==> config.mk <==
export PLATFORM = sky130hd
export DESIGN_NAME = prog_loader
export DESIGN_NICKNAME = d
export VERILOG_FILES = /design/src/hdl/loader_pkg.sv /design/src/hdl/prog_loader.sv
export SDC_FILE = /design/constraint.sdc
export NUM_CORES = 1
export LEC_CHECK = 0
export BUFFER_PORTS_ARGS = -buffer_cell sky130_fd_sc_hd__buf_2
export CAP_MARGIN = 5
export CORE_AREA = 5 5 77 79
export DETAILED_ROUTE_END_ITERATION = 12
export DIE_AREA = 0 0 82 84
export HOLD_SLACK_MARGIN = 0.1
export PLACE_DENSITY = 0.88
export SYNTH_ARGS = -nofsm -noshare
export SYNTH_HDL_FRONTEND = slang
export SYNTH_SLANG_ARGS = --single-unit
==> constraint.sdc <==
create_clock -name clk -period 8 [get_ports clk]
set_input_delay 0.8 -clock clk [delete_from_list [all_inputs] [get_ports clk]]
set_output_delay 0.8 -clock clk [all_outputs]
set_load 0.1 [all_outputs]
==> src/hdl/loader_pkg.sv <==
`default_nettype none

package loader_pkg;

    ////////////////////////////////////////////////////////////////////////////
    // widths
    ////////////////////////////////////////////////////////////////////////////

    localparam int BYTE_W         = 8;     // one serial byte
    localparam int WORD_W         = 32;    // one instruction
    localparam int BYTES_PER_WORD = 4;     // bytes gathered per instruction
    localparam int ADDR_W_MAX     = 10;    // widest byte address the write struct carries

    ////////////////////////////////////////////////////////////////////////////
    // bundled signals
    ////////////////////////////////////////////////////////////////////////////

    // received byte, meaningful only on the cycle valid is high
    typedef struct packed {
        logic              valid;
        logic [BYTE_W-1:0] data;
    } rx_byte_t;

    // instruction word as the loader fills it (byte lanes, lane 0 = lsb)
    // and as the memory stores it (one flat word)
    typedef union packed {
        logic [BYTES_PER_WORD-1:0][BYTE_W-1:0] lane;
        logic [WORD_W-1:0]                     word;
    } instr_word_u;

    // one memory write; addr is a byte address, upper unused bits stay zero
    typedef struct packed {
        logic                  en;
        logic [ADDR_W_MAX-1:0] addr;
        instr_word_u           data;
    } mem_wr_t;

endpackage

`default_nettype wire
==> src/hdl/prog_loader.sv <==
`timescale 1ns/10ps
`default_nettype none

module prog_loader #(
    parameter int ADDR_W = 10                       // byte address width, up to ADDR_W_MAX
) (
    input  logic                 clk,
    input  logic                 arst_n,
    input  loader_pkg::rx_byte_t byte_in,           // byte strobes from the receiver
    output loader_pkg::mem_wr_t  mem_wr,            // one write per assembled word
    output logic                 prog_rdy           // one-cycle pulse when the load ends
);

    localparam int LANE_W = $clog2(loader_pkg::BYTES_PER_WORD);

    localparam logic [LANE_W-1:0] LAST_LANE = LANE_W'(loader_pkg::BYTES_PER_WORD - 1);
    localparam logic [ADDR_W-1:0] ADDR_STEP = ADDR_W'(loader_pkg::BYTES_PER_WORD);

    // lane states are consecutive so the lane index falls out of the state
    typedef enum logic [2:0] {
        S_WAIT_CNT = 3'd0,  // next byte is the instruction count
        S_LANE0    = 3'd1,
        S_LANE1    = 3'd2,
        S_LANE2    = 3'd3,
        S_LANE3    = 3'd4,
        S_WRITE    = 3'd5,  // word complete, write it
        S_DONE     = 3'd6   // load finished
    } ld_state_t;

    ld_state_t                         state;
    ld_state_t                         state_next;
    logic [loader_pkg::BYTE_W-1:0]     remain;      // instructions still to write
    logic [loader_pkg::BYTE_W-1:0]     remain_next;
    logic [ADDR_W-1:0]                 addr;        // byte address of the current word
    logic [ADDR_W-1:0]                 addr_next;
    loader_pkg::instr_word_u           word;        // word under assembly
    loader_pkg::instr_word_u           word_next;
    logic [LANE_W-1:0]                 lane_sel;
    logic [loader_pkg::ADDR_W_MAX-1:0] addr_ext;

    assign lane_sel = LANE_W'(state - S_LANE0);     // only meaningful in lane states

    ////////////////////////////////////////////////////////////////////////////
    // next state
    ////////////////////////////////////////////////////////////////////////////

    always_comb begin
        state_next  = state;
        remain_next = remain;
        addr_next   = addr;
        word_next   = word;
        case (state)
            S_WAIT_CNT: begin
                if (byte_in.valid) begin
                    remain_next = byte_in.data;
                    // a zero count ends the load at once
                    state_next  = (byte_in.data == '0) ? S_DONE : S_LANE0;
                end
            end
            S_LANE0, S_LANE1, S_LANE2, S_LANE3: begin
                if (byte_in.valid) begin
                    word_next.lane[lane_sel] = byte_in.data;
                    state_next = (lane_sel == LAST_LANE) ? S_WRITE
                                                         : ld_state_t'(state + 3'd1);
                end
            end
            S_WRITE: begin                          // write enable is up this cycle
                if (remain == loader_pkg::BYTE_W'(1)) begin
                    state_next = S_DONE;            // that was the last word
                end else begin
                    remain_next = remain - 1'b1;
                    addr_next   = addr + ADDR_STEP;
                    state_next  = S_LANE0;
                end
            end
            S_DONE: begin
                addr_next      = '0;                // next load starts at word 0
                word_next.word = '0;
                state_next     = S_WAIT_CNT;
            end
            default: state_next = S_WAIT_CNT;
        endcase
    end

    ////////////////////////////////////////////////////////////////////////////
    // registers
    ////////////////////////////////////////////////////////////////////////////

    always_ff @(posedge clk or negedge arst_n) begin
        if (!arst_n) begin
            state  <= S_WAIT_CNT;
            remain <= '0;
            addr   <= '0;
        end else begin
            state  <= state_next;
            remain <= remain_next;
            addr   <= addr_next;
        end
    end

    always_ff @(posedge clk) begin
        word <= word_next;                          // every lane is filled before a write
    end

    ////////////////////////////////////////////////////////////////////////////
    // outputs
    ////////////////////////////////////////////////////////////////////////////

    always_comb begin
        addr_ext             = '0;                  // upper bits stay zero
        addr_ext[ADDR_W-1:0] = addr;
    end

    assign mem_wr.en   = (state == S_WRITE);
    assign mem_wr.addr = addr_ext;
    assign mem_wr.data = word;
    assign prog_rdy    = (state == S_DONE);

endmodule

`default_nettype wire

==> flow_summary_export.csv <==
group,metric,value,unit
final_layout,multi_input_area,1330,sq um
sta,fin_crit_sh,39.4,%
sta,slew_viol_final,0,
worst_setup_path,rrSetupSlack,5.48,ns
final_layout,regArea,1440,sq um
final_layout,finalNetCount,330,
clocking,cts_max_level,2,
worst_setup_path,worst_ep_required_time,7.20,ns
sta,hold_violations,0,
final_layout,fillers,443,
final_layout,drive_gt1_share,23.8,%
synthesis,syn_inst,266,
clocking,cts.sinks,51,
status,status,"finished clean",
synthesis,seq_area_frac_synth,49.9,%
synthesis,ys.flop_type,"edfxtp_1",
global_route,grt.overflow.total,0,
clocking,cts-root-buf,"clkbuf_8",
final_layout,final_cell_mix,"52 x buf_2, 44 x nor2_1, 32 x mux2i_1, 32 x edfxtp_1, 19 x dfrtp_1",
sta,max_slew_margin,46.5,%
sta,min_period,3.16,ns
route,drt-vias-per-instance,5.95,
sta,setup_viol,0,
synthesis,yosysTopAreaCellShare,33.4,%
clocking,cts_resized,0,
clocking,cts_buffers,5,
sta,clock_skew,0.00850,ns
synthesis,netlist_area,2880,sq um
worst_setup_path,worstSetupEndpointType,"primary output",
die,die_h,84,um
global_route,grt_pass1_vias,2275,
synthesis,yosysTopAreaCell,"edfxtp_1",
worst_setup_path,crit_type,"flip-flop to primary output",
flow_run,drv_cap,0,
clocking,cts_hold_buf,0,
synthesis,ys_seq_elements,51,
final_layout,synthToLayoutAreaGrowth,13.3,%
route,dr.pass1.iters,8,
global_route,track_usage,21.2,%
route,dr.first_iter.drc_count,263,
clocking,clk_latency,0.31,ns
die,die-area,6890,sq um
final_layout,n_antenna_cell,0,
die,core,5270,sq um
route,drc,0,
synthesis,yosysWarnings,0,
synthesis,synth_area_leaders,"edfxtp_1 33%, dfrtp_1 17%, mux2i_1 11%",
route,wl,6.73,mm
clocking,clockBufferDepth,2,
worst_setup_path,reg2reg_from,"state[0]",
global_route,antenna_found_initial,0,
die,initial_utilization,54.6,%
clocking,cts_tree,"built",
worst_setup_path,arrival,2.36,ns
sta,rsz0062_at_grt,"false",
final_layout,final_common_cell,"buf_2",
clocking,cts_setup_buffers,0,
global_route,grt_max_degree,36,
worst_setup_path,reg2reg_depth,6,
route,wl_per_cell,17.6,um
die,num_io_pins,55,
placement,gp_congestion,0.889,
sta,tns,0,ns
worst_setup_path,critical_path.endpoint,"mem_wr[42]",
worst_setup_path,critPathMaxFanout,15,
placement,dp_hpwl,4.74,mm
worst_setup_path,crit_path_start_kind,"flip-flop",
clocking,clk_pin_slew,0.10,ns
die,placementRows,27,
synthesis,synth-async-reset-ratio,37.3,%
route,antenna_left,0,
synthesis,synthDistinctLibCells,61,
synthesis,avgSynthCellArea,10.8,sq um
placement,place.port_buffers,52,
synthesis,synth-edff-count,32,
hold_path,min_path_type,"input port to async pin",
global_route,grt_first_pass_wirelength,11.4,mm
worst_setup_path,r2r-end,"word[26]",
worst_setup_path,startpoint,"state[1]",
sta,fmax,317,MHz
route,num_vias,2280,
sta,worst_slew_pin_slew,0.802,ns
die,die_w,82,um
==> worst max-delay path, stage by stage, from the launching register on <==
cell     delay, ns
dfrtp_1       0.45
inv_1         0.13
ha_1          0.44
nand2_1       0.36
inv_2         0.21
buf_2         0.45
==> registers in the layout (all words and copies together), names as in the netlist <==
name and flops:
addr 8, remain 8, state 3, word 32
==> stage by stage <==
step | cells | hold slack, ns | worst slack (ns) | instance area, sq um | util [%]
floorplan | 267 | 0.479 | 4.22 | 2880 | -
global placement | 375 | 0.491 | 5.30 | 3170 | 60.1
detailed placement | 375 | 0.514 | 5.21 | 3170 | 60.1
CTS | 383 | 0.414 | 4.84 | 3260 | 61.9
global route | 383 | 0.428 | 4.62 | 3260 | 61.9
finish | 383 | 0.407 | 4.84 | 3260 | 61.9
==> how the worst min path moves through the flow <==
stage                     startpoint        end  slack, ns  depth (start not counted)
after floorplan            remain[1]  remain[1]       0.48                          1
after global placement     remain[1]  remain[1]       0.49                          1
after detailed placement   remain[1]  remain[1]       0.51                          1
after CTS                     arst_n   state[1]       0.41                          1
after global routing          arst_n   state[1]       0.43                          1
final                         arst_n   state[1]       0.41                          1
==> cells by family after synthesis <==
family	Yosys count	synth area share, %
adders and majority gates	9	3.91
DFF	51	49.9
muxes	35	12.3
buffers and inverters	28	4.52
and+or+nand+nor	82	13.9
xor gates and xnor gates	1	0.304
AOI/OAI and AO/OA	59	15.1
other	1	0.130
==> layer usage <==
layer  global-route usage, %  part of all wire [%]  vias up
met5                       0                     0        -
met4                    6.34                   2.3        0
met3                    5.29                   9.4       20
met2                    33.9                    49      127
met1                    28.2                    39     1067
li1                        -                     -     1066
==> cell usage after synthesis (all sizes together) (2+ instances only) <==
cell	instances
nor2	45
edfxtp	32
mux2i	32
dfrtp	19
o21ai	13
clkbuf	11
inv	10
ha	9
nand2	8
buf	7
a21oi	6
nand3	5
nor3	5
nor4	5
a221o	4
a22oi	4
a22o	3
a31oi	3
and2	3
mux2	3
nand4	3
o211ai	3
a21boi	2
a2bb2oi	2
a41oi	2
o22a	2
o22ai	2
==> final cells by class <==
type                            instances  share of cell area (%)
Sequential cell                        51                    44.0
Clock inverter                          3                   0.729
Timing Repair Buffer                   54                    8.44
Clock buffer                            5                    2.11
Tap cell                               72                    2.76
Multi-Input combinational cell        188                    40.8
Inverter                               10                    1.15
Power is left out: the tool's default activity adds up to more than one toggle a clock period on the data nets, which glitch-free logic cannot reach.
