===== src/hdl/loader_pkg.sv =====
`default_nettype none

package loader_pkg;

    ////////////////////////////////////////////////////////////////////////////
    // widths
    ////////////////////////////////////////////////////////////////////////////

    localparam int BYTE_W         = 8;     // one serial byte
    localparam int WORD_W         = 32;    // one instruction
    localparam int BYTES_PER_WORD = 4;     // bytes gathered per instruction
    localparam int ADDR_W_MAX     = 10;    // widest byte address the write struct carries

    ////////////////////////////////////////////////////////////////////////////
    // bundled signals
    ////////////////////////////////////////////////////////////////////////////

    // received byte, meaningful only on the cycle valid is high
    typedef struct packed {
        logic              valid;
        logic [BYTE_W-1:0] data;
    } rx_byte_t;

    // instruction word as the loader fills it (byte lanes, lane 0 = lsb)
    // and as the memory stores it (one flat word)
    typedef union packed {
        logic [BYTES_PER_WORD-1:0][BYTE_W-1:0] lane;
        logic [WORD_W-1:0]                     word;
    } instr_word_u;

    // one memory write; addr is a byte address, upper unused bits stay zero
    typedef struct packed {
        logic                  en;
        logic [ADDR_W_MAX-1:0] addr;
        instr_word_u           data;
    } mem_wr_t;

endpackage

`default_nettype wire

===== src/hdl/uart_rx.sv =====
`timescale 1ns/10ps
`default_nettype none

module uart_rx #(
    parameter int CLKS_PER_BIT = 8                  // clocks per serial bit, at least 2
) (
    input  logic                 clk,
    input  logic                 arst_n,
    input  logic                 rx,                // serial line, idles high
    output loader_pkg::rx_byte_t byte_out,          // one-cycle strobe per good frame
    output logic                 frame_err          // one-cycle pulse per low stop bit
);

    localparam int CNT_W     = $clog2(CLKS_PER_BIT);
    localparam int BIT_IDX_W = $clog2(loader_pkg::BYTE_W);

    localparam logic [CNT_W-1:0]     BIT_END  = CNT_W'(CLKS_PER_BIT - 1);     // mid of next bit
    localparam logic [CNT_W-1:0]     HALF_END = CNT_W'(CLKS_PER_BIT / 2 - 1); // mid of start bit
    localparam logic [BIT_IDX_W-1:0] LAST_BIT = BIT_IDX_W'(loader_pkg::BYTE_W - 1);

    typedef enum logic [1:0] {
        S_IDLE,         // line high, watching for a falling edge
        S_START,        // half a bit into the start bit
        S_DATA,         // sampling data bits at their middle
        S_STOP          // waiting for the stop bit middle
    } rx_state_t;

    rx_state_t                      state;
    logic [1:0]                     rx_sync;        // two-flop synchronizer
    logic                           rx_s;           // synchronized line
    logic                           rx_d;           // rx_s one clock later
    logic                           start_edge;
    logic                           half_bit;
    logic                           mid_bit;
    logic [CNT_W-1:0]               clk_cnt;        // clocks within the current bit
    logic [BIT_IDX_W-1:0]           bit_idx;        // data bit being sampled
    logic [loader_pkg::BYTE_W-1:0]  shreg;          // byte under assembly, lsb first
    logic                           byte_vld;

    ////////////////////////////////////////////////////////////////////////////
    // input synchronizer and start edge
    ////////////////////////////////////////////////////////////////////////////

    always_ff @(posedge clk or negedge arst_n) begin
        if (!arst_n) begin
            rx_sync <= 2'b11;                       // line idles high
            rx_d    <= 1'b1;
        end else begin
            rx_sync <= {rx_sync[0], rx};
            rx_d    <= rx_sync[1];
        end
    end

    assign rx_s       = rx_sync[1];
    assign start_edge = rx_d & ~rx_s;               // high to low on the line
    assign half_bit   = (clk_cnt == HALF_END);
    assign mid_bit    = (clk_cnt == BIT_END);

    ////////////////////////////////////////////////////////////////////////////
    // frame FSM
    ////////////////////////////////////////////////////////////////////////////

    always_ff @(posedge clk or negedge arst_n) begin
        if (!arst_n) begin
            state     <= S_IDLE;
            clk_cnt   <= '0;
            bit_idx   <= '0;
            byte_vld  <= 1'b0;
            frame_err <= 1'b0;
        end else begin
            byte_vld  <= 1'b0;                      // strobes last one cycle
            frame_err <= 1'b0;
            case (state)
                S_IDLE: begin
                    clk_cnt <= '0;
                    bit_idx <= '0;
                    if (start_edge) begin
                        state <= S_START;
                    end
                end
                S_START: begin
                    if (half_bit) begin
                        clk_cnt <= '0;
                        // still low at half a bit means a real start bit
                        state   <= rx_s ? S_IDLE : S_DATA;
                    end else begin
                        clk_cnt <= clk_cnt + 1'b1;
                    end
                end
                S_DATA: begin
                    if (mid_bit) begin
                        clk_cnt <= '0;
                        bit_idx <= bit_idx + 1'b1;
                        if (bit_idx == LAST_BIT) begin
                            state <= S_STOP;
                        end
                    end else begin
                        clk_cnt <= clk_cnt + 1'b1;
                    end
                end
                S_STOP: begin
                    if (mid_bit) begin
                        byte_vld  <= rx_s;          // good stop bit
                        frame_err <= ~rx_s;         // low stop bit, byte dropped
                        clk_cnt   <= '0;
                        state     <= S_IDLE;
                    end else begin
                        clk_cnt <= clk_cnt + 1'b1;
                    end
                end
                default: state <= S_IDLE;
            endcase
        end
    end

    // data bits arrive lsb first, so shift in at the top
    always_ff @(posedge clk) begin
        if (state == S_DATA && mid_bit) begin
            shreg <= {rx_s, shreg[loader_pkg::BYTE_W-1:1]};
        end
    end

    assign byte_out.valid = byte_vld;
    assign byte_out.data  = shreg;                  // stable until the next frame's first bit

endmodule

`default_nettype wire


===== config.mk =====
export PLATFORM = sky130hd
export DESIGN_NAME = uart_rx
export DESIGN_NICKNAME = d
export VERILOG_FILES = /design/src/hdl/loader_pkg.sv /design/src/hdl/uart_rx.sv
export SDC_FILE = /design/constraint.sdc
export NUM_CORES = 1
export LEC_CHECK = 0
export BUFFER_PORTS_ARGS = -buffer_cell sky130_fd_sc_hd__buf_2
export CORE_UTILIZATION = 25
export CTS_CLUSTER_DIAMETER = 30
export CTS_CLUSTER_SIZE = 14
export DETAILED_ROUTE_END_ITERATION = 8
export PLACE_DENSITY = 0.54
export SLEW_MARGIN = 20
export SYNTH_ARGS = -nofsm -noshare
export SYNTH_HDL_FRONTEND = slang
export SYNTH_SLANG_ARGS = --single-unit

===== constraint.sdc =====
create_clock -name clk -period 1.3 [get_ports clk]
set_input_delay 0.13 -clock clk [delete_from_list [all_inputs] [get_ports clk]]
set_output_delay 0.13 -clock clk [all_outputs]
set_load 0.05 [all_outputs]

==> flow_summary.toml <==
[clock_network]
cts_tree = "built"
path_clk_slew_ns = 0.12
cts-root-buf = "clkbuf_4"
insertion_delay_ns = 0.31
cts_htree_levels = 1
ctsLongestPathBuffers = 2
clock-sinks = 21
numCtsBuffers = 3

[yosys]
syn_area_um2 = 841
syn_avg_cell_area_um2 = 13.8
yosysTopAreaCell = "dfrtp_1"
synth_top_area_share_pct = 29.8
synth_nets = 69
synth.most_common_cell = "dfrtp_1"
synth_edf_count = 8
synth_warnings = 0
ys_ff_latch = 21
synthDistinctLibCells = 26
synth_area_leaders = "dfrtp_1 30%, edfxtp_1 29%, dfstp_2 9.4%, ha_1 7.4%, o21ai_1 1.8%"
syn_inst = 61
synthTopCellsByCount = "10 x dfrtp_1, 8 x edfxtp_1, 5 x ha_1"
synth_flop_cell = "dfrtp_1"
synth-seq-area-share_pct = 67.7
synthArstFlopShare_pct = 61.9

[drt]
routed_wl_um = 1430
wl_per_cell_um = 11.4
drt-pass1-iter-count = 4
drt_iter0_drc = 16
ant_nets = 0
via_per_inst = 4.18
post-route-drc-count = 0
via_count = 522

[worst_setup_path]
worstPathRequired_ns = 1.47
cp.arrival_ns = 1.48
critPathTopFamily = "flip-flops"
end_kind = "flop"
worstPathMaxFanout = 3
cp_common_cell = "ha_2"
cp-start-kind = "flop"
worstPathCellList = "ha_2, ha_2, and4b_1, o21ai_1, o221ai_1"
crit_slowest_cell = "dfrtp_1"
slowest_delay_ns = 0.43
critPathKind = "reg -> reg"
r2r_slack_ns = -0.007
worst-path-buf-inv = 0

[floorplanning]
dieArea_mm2 = 0.00360
die_width_um = 60.0
core-area_mm2 = 0.00313
initial_core_util_pct = 26.9
fp-row-count = 20
pin_count = 13
die_h_um = 60.0

[global_route]
grt_max_degree = 14
grt_pass1_vias = 537
antenna_found_initial = 0
grt.overflow.total = 0
grt_pass1_wl_um = 2440
track_usage_pct = 9.28

[timing]
rsz0062_at_grt = "yes"
setup_viol = 1
min_period_over_period_pct = 101
fmax_ghz = 0.765
worst_pin_slew_ns = 0.361
skew_ns = 0.0122
slew_headroom_pct = 75.9
hold_viol = 0
setup_ws_ns = -0.00716
report.final.slew_viol_count = 0
fin_crit_ns = 1.31

[pwr]
p_total_w = 0.00189
power.leakage_nw = 0.444
ir_drop_mv = 0.804
powerDensity_mw_per_mm2 = 1810

[flow_run]
drv_cap = 0

[placement]
dpl_worst_slack_ns = -0.0326
gp_congestion = 0.743
dp.final_hpwl_um = 1030
portBuffers = 12

[run_status]
status = "finished with violations"
violations = "setup timing"

[layout]
num_antenna_cells = 0
layout.nets = 90
area_growth_pct = 24.1
finish.utilization_pct = 33.4
drive_gt1_share_pct = 34.6

[hold_path]
hp-class = "in -> async"
[placed cells by master (no fill, tap or decap), drive strengths merged]
master,instances
buf,16
a21oi,2
o21ai,4
nand2,3
o221ai,1
and4b,1
mux2i,1
clkinv,1
nand2b,1
and3,1
inv,4
clkbuf,3
nor2b,1
ha,5
edfxtp,8
nor2,2
nor3,2
nand3,2
and3b,1
dfrtp,10
dlygate4sd3,2
o21a,1
a2bb2oi,1
nand3b,1
dfstp,3
a22oi,2
nor3b,1
o22ai,1
[worst paths after layout]
kind                               to  cells past startpoint  startpoint
max                          state[0]                      5  bit_idx[1]
min                        clk_cnt[2]                      2      arst_n
max reg2reg                  state[0]                      5  bit_idx[1]
min reg2reg                rx_sync[1]                      0  rx_sync[0]
max in group asynchronous  rx_sync[0]                      2      arst_n
min in group clk           rx_sync[1]                      0  rx_sync[0]
[stage by stage]
| step | instance area (µm²) | TNS, ns | std cells | hold WS [ns] |
|---|---|---|---|---|
| after CTS | 1030 | -0.0217 | 124 | 0.234 |
| after floorplan | 848 | 0 | 61 | -0.166 |
| after global routing | 1040 | -0.297 | 125 | 0.258 |
| final | 1040 | -0.00716 | 125 | 0.219 |
| after global placement | 971 | 0 | 118 | 0.0385 |
| after detailed placement | 971 | -0.284 | 118 | 0.0402 |
[cell families (layout without fill, tap and decap cells)]
family	after synthesis	in the layout	synth area share, %
mux	1	1	1.19
simple gates	16	16	11.0
compound gates	12	12	9.08
fa+ha+maj	5	5	7.44
buf+inv	6	26	3.57
flops	21	21	67.7
[power breakdown]
part,switching (W),internal (W)
Sequential,0.000150,0.000817
Clock,0.000200,0.000115
Combinational,0.000294,0.000313
[flip-flops by register name, summed over array words and instances (netlist names), named ones only]
name       cells
bit_idx        3
byte_vld       1
clk_cnt        3
frame_err      1
rx_d           1
rx_sync        2
shreg          8
state          1
[per-layer routing]
| layer | GRT usage, % | share of wire [%] | routed length (µm) | vias to the layer above |
|---|---|---|---|---|
| li1 | - | - | - | 259 |
| met1 | 12.2 | 50 | 714 | 249 |
| met2 | 14.3 | 46 | 659 | 12 |
| met3 | 3.25 | 3.0 | 43 | 2 |
| met4 | 2.99 | 0.77 | 11 | 0 |
| met5 | 0 | 0 | 0 | - |
[area by class of cell]
class	count	area (µm²)
fillers	319	2080
flip-flops and latches	21	569
multi-input cells	34	267
repair buffers	18	110
well taps	44	55.1
clock buffers	3	22.5
inverters	4	15.0
clock inverters	1	5.00
[repair_timing]
| item | CTS | global route |
|---|---|---|
| resized for setup | 3 | 1 |
| buffers inserted | 0 | 1 |
| hold endpoints to repair | 14 | 0 |
| endpoints found under the setup margin | 9 | 9 |
| hold buffers | 2 | 0 |
| pin swaps | 2 | 1 |
[worst reg2reg max path, stage by stage (launching register included)]
cell and delay [ns]:
dfrtp_1 0.43, ha_2 0.18, ha_2 0.15, and4b_1 0.17, o21ai_1 0.11, o221ai_1 0.13
(Power assumes the default switching activity.)
